--- src/muldiv_pkg.sv ---
package muldiv_pkg;

    // operand width fixed by the instruction set
    localparam int DATA_W = 32;

    // one quotient bit per divider iteration
    localparam int DIV_CYCLES = 32;
    localparam int DIV_CNT_W  = $clog2(DIV_CYCLES);

    // operation codes seen by the unit
    typedef enum logic [3:0] {
        MD_NOP   = 4'd0,
        MD_MULT  = 4'd1,
        MD_MULTU = 4'd2,
        MD_DIV   = 4'd3,
        MD_DIVU  = 4'd4,
        MD_MFHI  = 4'd5,
        MD_MFLO  = 4'd6,
        MD_MTHI  = 4'd7,
        MD_MTLO  = 4'd8
    } md_op_e;

    // one request where src1 is the dividend for DIV and DIVU
    typedef struct packed {
        md_op_e              op;
        logic [DATA_W-1:0]   src1;
        logic [DATA_W-1:0]   src2;
    } md_req_t;

    // full HI/LO result
    typedef struct packed {
        logic [DATA_W-1:0]   hi;
        logic [DATA_W-1:0]   lo;
    } hilo_wr_t;

endpackage

--- src/div_iter.sv ---
`timescale 1ns/10ps

module div_iter (
    input  logic                  clk,
    input  logic                  rst,
    input  logic                  div_start,
    input  muldiv_pkg::md_req_t   div_req,
    input  logic                  div_out_ready,
    output logic                  div_busy,
    output logic                  div_out_valid,
    output muldiv_pkg::hilo_wr_t  div_wr
);
    import muldiv_pkg::*;

    typedef enum logic [2:0] {
        ST_IDLE,
        ST_LOAD,
        ST_RUN,
        ST_FIX,
        ST_DONE
    } div_state_e;

    div_state_e             state_q;
    logic [DIV_CNT_W-1:0]   cnt_q;

    logic                   sgn_q;
    logic                   neg_quo_q;
    logic                   neg_rem_q;
    logic [DATA_W-1:0]      dvd_q;
    logic [DATA_W-1:0]      dvs_q;
    logic [DATA_W-1:0]      quo_q;
    logic [DATA_W-1:0]      rem_q;
    hilo_wr_t               res_q;

    logic [DATA_W:0]        rem_sh;
    logic [DATA_W:0]        diff;
    logic                   dvd_neg;
    logic                   dvs_neg;
    logic                   dvs_zero;

    // one restoring step
    assign rem_sh = {rem_q, quo_q[DATA_W-1]};
    assign diff   = rem_sh - {1'b0, dvs_q};

    assign dvd_neg  = sgn_q && dvd_q[DATA_W-1];
    assign dvs_neg  = sgn_q && dvs_q[DATA_W-1];
    assign dvs_zero = (dvs_q == '0);

    always_ff @(posedge clk) begin
        if (rst) begin
            state_q <= ST_IDLE;
            cnt_q   <= '0;
        end else begin
            case (state_q)
                ST_IDLE: begin
                    if (div_start) begin
                        state_q <= ST_LOAD;
                    end
                end
                ST_LOAD: begin
                    cnt_q   <= '0;
                    state_q <= ST_RUN;
                end
                ST_RUN: begin
                    cnt_q <= cnt_q + 1'b1;
                    if (cnt_q == DIV_CNT_W'(DIV_CYCLES - 1)) begin
                        state_q <= ST_FIX;
                    end
                end
                ST_FIX: begin
                    state_q <= ST_DONE;
                end
                ST_DONE: begin
                    if (div_out_ready) begin
                        state_q <= ST_IDLE;
                    end
                end
                default: begin
                    state_q <= ST_IDLE;
                end
            endcase
        end
    end

    always_ff @(posedge clk) begin
        case (state_q)
            ST_IDLE: begin
                if (div_start) begin
                    sgn_q <= (div_req.op == MD_DIV);
                    dvd_q <= div_req.src1;
                    dvs_q <= div_req.src2;
                end
            end
            ST_LOAD: begin
                // work on magnitudes from here on
                neg_quo_q <= dvd_neg ^ dvs_neg;
                neg_rem_q <= dvd_neg;
                quo_q     <= dvd_neg ? -dvd_q : dvd_q;
                dvs_q     <= dvs_neg ? -dvs_q : dvs_q;
                rem_q     <= '0;
            end
            ST_RUN: begin
                if (!diff[DATA_W]) begin
                    rem_q <= diff[DATA_W-1:0];
                    quo_q <= {quo_q[DATA_W-2:0], 1'b1};
                end else begin
                    rem_q <= rem_sh[DATA_W-1:0];
                    quo_q <= {quo_q[DATA_W-2:0], 1'b0};
                end
            end
            ST_FIX: begin
                // divide by zero gives all ones and the untouched dividend
                if (dvs_zero) begin
                    res_q.lo <= '1;
                    res_q.hi <= dvd_q;
                end else begin
                    res_q.lo <= neg_quo_q ? -quo_q : quo_q;
                    res_q.hi <= neg_rem_q ? -rem_q : rem_q;
                end
            end
            default: ;
        endcase
    end

    assign div_busy      = (state_q != ST_IDLE);
    assign div_out_valid = (state_q == ST_DONE);
    assign div_wr        = res_q;

endmodule

--- src/hilo_regs.sv ---
`timescale 1ns/10ps

module hilo_regs (
    input  logic                          clk,
    input  logic                          rst,
    input  logic                          mul_wr_valid,
    input  muldiv_pkg::hilo_wr_t          mul_wr,
    input  logic                          div_out_valid,
    input  muldiv_pkg::hilo_wr_t          div_wr,
    input  logic                          mv_valid,
    input  muldiv_pkg::md_op_e            mv_op,
    input  logic [muldiv_pkg::DATA_W-1:0] mv_data,
    output logic                          div_out_ready,
    output logic                          rd_valid,
    output logic [muldiv_pkg::DATA_W-1:0] rd_data
);
    import muldiv_pkg::*;

    logic [DATA_W-1:0] hi_q;
    logic [DATA_W-1:0] lo_q;
    logic              is_mf;

    // multiplier result has priority over the divider
    assign div_out_ready = !mul_wr_valid;

    assign is_mf = (mv_op == MD_MFHI) || (mv_op == MD_MFLO);

    always_ff @(posedge clk) begin
        if (rst) begin
            hi_q <= '0;
            lo_q <= '0;
        end else if (mul_wr_valid) begin
            hi_q <= mul_wr.hi;
            lo_q <= mul_wr.lo;
        end else if (div_out_valid) begin
            hi_q <= div_wr.hi;
            lo_q <= div_wr.lo;
        end else if (mv_valid && mv_op == MD_MTHI) begin
            hi_q <= mv_data;
        end else if (mv_valid && mv_op == MD_MTLO) begin
            lo_q <= mv_data;
        end
    end

    // registered read port for move-from
    always_ff @(posedge clk) begin
        if (rst) begin
            rd_valid <= 1'b0;
        end else begin
            rd_valid <= mv_valid && is_mf;
        end
    end

    always_ff @(posedge clk) begin
        if (mv_valid && is_mf) begin
            rd_data <= (mv_op == MD_MFHI) ? hi_q : lo_q;
        end
    end

endmodule

--- src/md_issue.sv ---
`timescale 1ns/10ps

module md_issue (
    input  logic                          clk,
    input  logic                          rst,
    input  logic                          req_valid,
    input  muldiv_pkg::md_req_t           req,
    input  logic                          mul_busy,
    input  logic                          div_busy,
    output logic                          req_ready,
    output logic                          mul_valid,
    output muldiv_pkg::md_req_t           mul_req,
    output logic                          div_start,
    output muldiv_pkg::md_req_t           div_req,
    output logic                          mv_valid,
    output muldiv_pkg::md_op_e            mv_op,
    output logic [muldiv_pkg::DATA_W-1:0] mv_data
);
    import muldiv_pkg::*;

    md_req_t req_q;
    logic    vld_q;
    logic    is_mul;
    logic    is_div;
    logic    is_mv;
    logic    go;

    // operation class of the held request
    always_comb begin
        is_mul = 1'b0;
        is_div = 1'b0;
        is_mv  = 1'b0;
        case (req_q.op)
            MD_MULT, MD_MULTU:                  is_mul = 1'b1;
            MD_DIV, MD_DIVU:                    is_div = 1'b1;
            MD_MFHI, MD_MFLO, MD_MTHI, MD_MTLO: is_mv  = 1'b1;
            default: ;
        endcase
    end

    // hazard rules keep HI/LO writes in program order
    always_comb begin
        if (is_mul) begin
            // multiplies may overlap each other but not a running divide
            go = !div_busy;
        end else if (is_div || is_mv) begin
            go = !div_busy && !mul_busy;
        end else begin
            // nop just drains
            go = 1'b1;
        end
    end

    assign req_ready = !vld_q || go;

    always_ff @(posedge clk) begin
        if (rst) begin
            vld_q <= 1'b0;
        end else if (req_ready) begin
            vld_q <= req_valid;
        end
    end

    always_ff @(posedge clk) begin
        if (req_ready) begin
            req_q <= req;
        end
    end

    assign mul_valid = vld_q && is_mul && go;
    assign mul_req   = req_q;
    assign div_start = vld_q && is_div && go;
    assign div_req   = req_q;
    assign mv_valid  = vld_q && is_mv && go;
    assign mv_op     = req_q.op;
    assign mv_data   = req_q.src1;

endmodule

--- src/mul_pipe.sv ---
`timescale 1ns/10ps

module mul_pipe (
    input  logic                  clk,
    input  logic                  rst,
    input  logic                  mul_valid,
    input  muldiv_pkg::md_req_t   mul_req,
    output logic                  mul_wr_valid,
    output muldiv_pkg::hilo_wr_t  mul_wr,
    output logic                  mul_busy
);
    import muldiv_pkg::*;

    logic                         s1_vld;
    logic                         s2_vld;
    logic                         sgn;
    // one extra bit so both signed and unsigned fit a signed multiply
    logic signed [DATA_W:0]       a_q;
    logic signed [DATA_W:0]       b_q;
    logic signed [2*DATA_W+1:0]   prod_full;
    logic [2*DATA_W-1:0]          prod_q;

    assign sgn = (mul_req.op == MD_MULT);

    always_ff @(posedge clk) begin
        if (rst) begin
            s1_vld <= 1'b0;
            s2_vld <= 1'b0;
        end else begin
            s1_vld <= mul_valid;
            s2_vld <= s1_vld;
        end
    end

    // stage one registers the extended operands
    always_ff @(posedge clk) begin
        a_q <= {sgn & mul_req.src1[DATA_W-1], mul_req.src1};
        b_q <= {sgn & mul_req.src2[DATA_W-1], mul_req.src2};
    end

    assign prod_full = a_q * b_q;

    // stage two registers the product
    always_ff @(posedge clk) begin
        prod_q <= prod_full[2*DATA_W-1:0];
    end

    assign mul_wr_valid = s2_vld;
    assign mul_wr.hi    = prod_q[2*DATA_W-1:DATA_W];
    assign mul_wr.lo    = prod_q[DATA_W-1:0];
    assign mul_busy     = s1_vld || s2_vld;

endmodule

--- src/muldiv_unit.sv ---
`timescale 1ns/10ps

module muldiv_unit (
    input  logic                          clk,
    input  logic                          rst,
    input  logic                          req_valid,
    input  muldiv_pkg::md_req_t           req,
    output logic                          req_ready,
    output logic                          rd_valid,
    output logic [muldiv_pkg::DATA_W-1:0] rd_data
);
    import muldiv_pkg::*;

    logic              mul_valid;
    md_req_t           mul_req;
    logic              mul_wr_valid;
    hilo_wr_t          mul_wr;
    logic              mul_busy;

    logic              div_start;
    md_req_t           div_req;
    logic              div_busy;
    logic              div_out_valid;
    logic              div_out_ready;
    hilo_wr_t          div_wr;

    logic              mv_valid;
    md_op_e            mv_op;
    logic [DATA_W-1:0] mv_data;

    md_issue u_issue (
        .clk       (clk),
        .rst       (rst),
        .req_valid (req_valid),
        .req       (req),
        .mul_busy  (mul_busy),
        .div_busy  (div_busy),
        .req_ready (req_ready),
        .mul_valid (mul_valid),
        .mul_req   (mul_req),
        .div_start (div_start),
        .div_req   (div_req),
        .mv_valid  (mv_valid),
        .mv_op     (mv_op),
        .mv_data   (mv_data)
    );

    mul_pipe u_mul (
        .clk          (clk),
        .rst          (rst),
        .mul_valid    (mul_valid),
        .mul_req      (mul_req),
        .mul_wr_valid (mul_wr_valid),
        .mul_wr       (mul_wr),
        .mul_busy     (mul_busy)
    );

    div_iter u_div (
        .clk           (clk),
        .rst           (rst),
        .div_start     (div_start),
        .div_req       (div_req),
        .div_out_ready (div_out_ready),
        .div_busy      (div_busy),
        .div_out_valid (div_out_valid),
        .div_wr        (div_wr)
    );

    hilo_regs u_hilo (
        .clk           (clk),
        .rst           (rst),
        .mul_wr_valid  (mul_wr_valid),
        .mul_wr        (mul_wr),
        .div_out_valid (div_out_valid),
        .div_wr        (div_wr),
        .mv_valid      (mv_valid),
        .mv_op         (mv_op),
        .mv_data       (mv_data),
        .div_out_ready (div_out_ready),
        .rd_valid      (rd_valid),
        .rd_data       (rd_data)
    );

endmodule

--- config.mk ---
export PLATFORM = sky130hd
export DESIGN_NAME = muldiv_unit
export DESIGN_NICKNAME = d
export VERILOG_FILES = /design/src/muldiv_pkg.sv /design/src/div_iter.sv /design/src/hilo_regs.sv /design/src/md_issue.sv /design/src/mul_pipe.sv /design/src/muldiv_unit.sv
export SDC_FILE = /design/constraint.sdc
export NUM_CORES = 2
export LEC_CHECK = 0
export ABC_CLOCK_PERIOD_IN_PS = 10600
export BUFFER_PORTS_ARGS = -buffer_cell sky130_fd_sc_hd__buf_2
export CAP_MARGIN = 20
export CORE_AREA = 2 2 449 451
export CTS_BUF_LIST = sky130_fd_sc_hd__clkbuf_16
export CTS_CLUSTER_DIAMETER = 80
export DETAILED_ROUTE_END_ITERATION = 8
export DIE_AREA = 0 0 451 453
export HOLD_SLACK_MARGIN = 0.05
export REMOVE_ABC_BUFFERS = 1
export SYNTH_ARGS = -nofsm -noshare
export SYNTH_HDL_FRONTEND = slang
export SYNTH_SLANG_ARGS = --single-unit
export TNS_END_PERCENT = 30
--- constraint.sdc ---
create_clock -name clk -period 10.6 [get_ports clk]
set_input_delay 1.06 -clock clk [delete_from_list [all_inputs] [get_ports clk]]
set_output_delay 1.06 -clock clk [all_outputs]
set_load 0.01 [all_outputs]
After elaboration in Yosys (flattened, before gate mapping). Index checks and enable logic that the tools add are counted.

Add/sub/neg operators: 6. $mul: 1. Eq/ne operators: 18. Muxes and demuxes: 29. Bitwise logic cells: 3. Reduce and logical (&&, ||, !) cells: 33.

Operators by type and width (count): two-way mux 32 bit (14); case mux 32 bit (2 select lines) (3); negator 32 bit (4); multiplier 33 x 33 -> 64 bit (1); two-way mux 64 bit (1); subtractor 33 x 32 -> 33 bit (1); zero test 32 bit (1); == test 4 x 3 -> 1 bit (second input constant) (4); case mux 3 bit (5 select lines) (1); logical AND 1 bit (12); case mux 5 bit (2 select lines) (1); two-way mux 3 bit (3); nonzero test 3 bit (3); == test 4 x 2 -> 1 bit (second input constant) (2); == test 3 x 2 -> 1 bit (second input constant) (2); two-way mux 1 bit (6); AND reduction 3 bit (2); adder 5 x 1 -> 5 bit (second input constant) (1); == test 5 bit (second input constant) (1); == test 4 x 1 -> 1 bit (second input constant) (1); == test 4 bit (second input constant) (1); logical OR 1 bit (4); inequality test 2 x 1 -> 1 bit (second input constant) (2); inequality test 2 bit (second input constant) (2); other kinds (11) (17).

Flip-flop bits (word level): 501. Bits of input ports: 71. Logic and storage cells: 114.

Logic depth before layout (Yosys ltp).
Word-level depth: 12. Depth in mapped cells: 29.

By module. A second synthesis with hierarchy kept.

Cells, all modules: 6211. Area, all modules: 61612.8 µm².

By module, submodules not included: mul_pipe (instances 1, cells an instance 4248, area an instance 40802.9 µm², seq. area each 2642.5 µm²); div_iter (instances 1, cells an instance 1230, area an instance 12268.0 µm², seq. area each 6015.8 µm²); hilo_regs (instances 1, cells an instance 539, area an instance 5519.0 µm², seq. area each 2262.2 µm²); md_issue (instances 1, cells an instance 194, area an instance 3022.9 µm², seq. area each 2062.0 µm²).

Worst setup path before layout. No wires, ideal clock.

Path kind: reg-to-reg. Start: reg u_mul.a_q[32]. End: reg u_mul.prod_q[59], in the netlist u_mul.mul_wr[59]. Library setup time: 0.127 ns. Arrival: 7.693 ns. Path slack: 2.780 ns. Cell stages (with the launch flop): 24. Cell sequence: dfxtp_1 -> clkbuf_1 -> nand2_1 -> inv_1 -> fa_1 -> fa_1 -> fa_1 -> inv_1 -> fa_1 -> inv_1 -> fa_1 -> fa_1 -> fa_1 -> fa_1 -> ha_1 -> clkbuf_1 -> and3_1 -> nand2_1 -> or3_1 -> o31ai_1 -> nand2_1 -> o22ai_1 -> o41ai_1 -> xnor2_1.

Cells in the longest elaborated chain, start to end: 1.

RTL lines: from (decl) (RTL line mul_pipe.sv:18) `logic signed [DATA_W:0] a_q;`; from (signal assigned) (RTL line mul_pipe.sv:37) `a_q <= {sgn & mul_req.src1[DATA_W-1], mul_req.src1};`; multiplier 33 x 33 -> 64 bit (RTL line mul_pipe.sv:41) `assign prod_full = a_q * b_q;`; net u_mul.prod_full[59] (RTL line mul_pipe.sv:20) `logic signed [2*DATA_W+1:0] prod_full;`; to (signal assigned) (RTL line mul_pipe.sv:45) `prod_q <= prod_full[2*DATA_W-1:0];`; to (decl) (RTL line mul_pipe.sv:21) `logic [2*DATA_W-1:0] prod_q;`.

The timed path passes the listed nets, and every way through them passes these cells. A chain may end at the register's enable or synchronous reset.

Worst setup path in the final report.
Start: reg u_mul.b_q[4]. End: reg u_mul.prod_q[59], in the netlist u_mul.mul_wr[59].

Cells in the longest elaborated chain, start to end: 1.

RTL lines: from (decl) (RTL line mul_pipe.sv:19) `logic signed [DATA_W:0] b_q;`; from (signal assigned) (RTL line mul_pipe.sv:38) `b_q <= {sgn & mul_req.src2[DATA_W-1], mul_req.src2};`; multiplier 33 x 33 -> 64 bit (RTL line mul_pipe.sv:41); net u_mul.prod_full[59] (RTL line mul_pipe.sv:20).

The timed path passes the listed nets, and every way through them passes these cells.

==> metrics.yaml <==
async_flop_share_pct: 0
final_antenna_net_count: 0
period_share_pct: 85.28
first_pass_iters: 6
die_h_um: 453
die_x_um: 451
yosys_warnings: 0
io_buffer_count: 104
placed_cells: 8619
grt_start_max_net_pins: 96
worst_r2r_path_depth: 21
synth_edf_count: 295
viasPerCell: 4.687
clockBufferDepth: 3
start_util_pct: 29.89
wire_per_inst_um: 18.76
holdPathStages: 0
root_buffer: "clkbuf_16"
setup_violations: 0
cpMaxStageDelayCell: "fa_1"
critPathMostFrequentCell: "fa_1"
rsz0062_at_grt: "no"
path_cells: "buf_4 -> and2_1 -> fa_1 -> fa_1 -> fa_1 -> inv_1 -> fa_1 -> inv_1 -> fa_1 -> fa_1 -> fa_1 -> fa_1 -> ha_1 -> and3_1 -> nand2_1 -> or3_1 -> o31ai_1 -> nand2_1 -> o22ai_1 -> o41ai_1 -> xnor2_1"
syn_to_final_growth_pct: 8.892
max_freq_ghz: 0.1106
relSlewSlack_pct: 19.27
first_global_vias: 43920
fin_worst_skew_ns: 0.06422
synth.distinct_cells: 83
path_buf_inv: 3
fillCellCount: 20340
syn_inst: 6081
status: "complete, no violations"
fin_cells: 8727
final_common_cell: "fa_1"
cts_resized: 0
antenna_found_initial: 15
cp.arrival_ns: 9.53
crit_family: "adder cells"
grt_pass1_wl_um: 260900
hpwl_um: 132100
drv_slew: 0
placed_cell_area_sq_um: 62930
tritoncts: "done"
layout_common_cells: "1,126 x fa_1, 1,097 x inv_1, 695 x nand2_1, 550 x and2_1, 345 x nor2_1"
r2r-end: "u_mul.mul_wr[59]"
cpPeakStageDelay_ns: 0.91
hold_start: "u_issue.div_req[23]"
postLayoutSetupSlackWorst_ns: 1.560
fin_nets: 7469
synthesis.area_sq_um: 59550
min_to: "u_mul.b_q[23]"
ctsHoldBuffers: 0
place_congestion: 0.8962
die_area_sq_um: 204300
r2r_setup_slack_ns: 1.56
postCtsSetupRepairBufs: 0
ys_ff_latch: 501
core_sq_um: 199200
tightest_slew_ns: 1.211
cp-start-kind: "flip-flop"
avgSynthCellArea_sq_um: 9.792
placementRows: 164
fin_setup_tns_ns: 0
grtUsageTotal_pct: 16.30
num_vias: 40900
cp.required_ns: 11.09
finalCriticalPeriod_ns: 9.040
fin_area_sq_um: 64840
r2r-start: "u_mul.b_q[4]"
hold_path.class: "reg2reg"
setup.worst_path.class: "reg2reg"
maxCapViolations: 0
end_kind: "flip-flop"
drc_errors: 0
insertion_delay_ns: 0.66
cts.htree.levels: 2
drt_first_iter_violations: 2808
io_pins: 105
wl_um: 163700
pre_cts_ws_ns: 1.698
hold_viol: 0
synth_flop_cell: "edfxtp_1"
clkSlewWorstSetupHoldPaths_ns: 0.07
synth_seq_area_share_pct: 21.80
crit_fanout: 13
grt_overflow: 0
cts_num_sinks: 501
cts_buffers: 55
drive_gt1_share_pct: 5.982
cells in the mapped netlist (5+ instances only):
cell type / count / share of area, %
and3_1: 16 / 0.17
ha_1: 250 / 5.3
buf_1: 11 / 0.069
nor2_1: 346 / 2.2
nor4_1: 11 / 0.12
o31ai_1: 26 / 0.33
nor3_1: 33 / 0.28
a211oi_1: 11 / 0.14
mux2i_1: 22 / 0.37
inv_1: 1090 / 6.9
or4_1: 9 / 0.11
xor2_1: 97 / 1.4
o21ai_0: 124 / 1.0
or2_2: 5 / 0.053
nand2b_1: 20 / 0.21
a21oi_1: 316 / 2.7
edfxtp_1: 295 / 15
nand4_1: 19 / 0.20
and2_1: 551 / 5.8
buf_2: 7 / 0.059
a21o_1: 53 / 0.67
xnor2_1: 122 / 1.8
o21bai_1: 16 / 0.20
o21ai_1: 9 / 0.076
nand3_1: 33 / 0.28
mux2_2: 34 / 0.64
a31oi_1: 14 / 0.15
o41ai_1: 11 / 0.16
or3_1: 23 / 0.24
o21a_1: 17 / 0.21
clkbuf_1: 290 / 1.8
dfxtp_1: 206 / 6.9
nor2b_1: 74 / 0.78
nand2_1: 696 / 4.4
buf_6: 5 / 0.095
fa_1: 1126 / 38
flip-flops by register name, summed over array words and instances (netlist names), 33 cells and up:
| register | cells |
|---|---|
| u_mul.a_q | 33 |
| u_mul.mul_wr | 64 |
| u_div.div_wr | 64 |
| u_mul.b_q | 33 |
worst max path at each step:
stage | start | endpoint | slack [ns] | cells past startpoint
after CTS | u_mul.b_q[4] | u_mul.mul_wr[59] | 1.60 | 21
final | u_mul.b_q[4] | u_mul.mul_wr[59] | 1.56 | 21
after global placement | u_mul.b_q[2] | u_mul.mul_wr[59] | 1.89 | 20
after global routing | u_mul.b_q[4] | u_mul.mul_wr[59] | 1.13 | 21
after floorplan | u_div.state_q[2] | u_hilo.lo_q[0] | -0.11 | 4
after detailed placement | u_mul.b_q[4] | u_mul.mul_wr[59] | 1.70 | 21
area by class of cell:
cell class	instances	area, sq um	area share, %
Antenna cell	3	7.507	0.01158
Clock buffer	57	1426	2.200
Clock inverter	46	434.2	0.6696
Inverter	1090	4091	6.310
Multi-Input combinational cell	4175	41300	63.70
Sequential cell	501	12990	20.04
Tap cell	2656	3323	5.125
Timing Repair Buffer	199	1264	1.949
metal layers:
layer / track usage (%) / share of wire (%)
met2: 27.42 / 48
met4: 4.431 / 2.9
met1: 22.41 / 44
met5: 0 / 0
met3: 1.487 / 5.1
cell families after synthesis:
family | synth area share, %
buffers and inverters | 8.947
flip-flops | 21.80
AND/OR/NAND/NOR | 15.32
AO/OA/AOI/OAI | 6.545
multiplexers | 1.057
XOR/XNOR | 3.221
adder cells (fa/ha/maj) | 43.11
metrics by stage:
stage / hold slack (ns) / utilization [%]
floorplan: 0.3393 / -
CTS: 0.3772 / 32.52
detailed placement: 0.3623 / 31.58
finish: 0.3755 / 32.54
global placement: 0.3632 / 31.58
global route: 0.3889 / 32.54
Power is left out: the tool's default activity adds up to more than one toggle a clock period on the data nets, which glitch-free logic cannot reach.
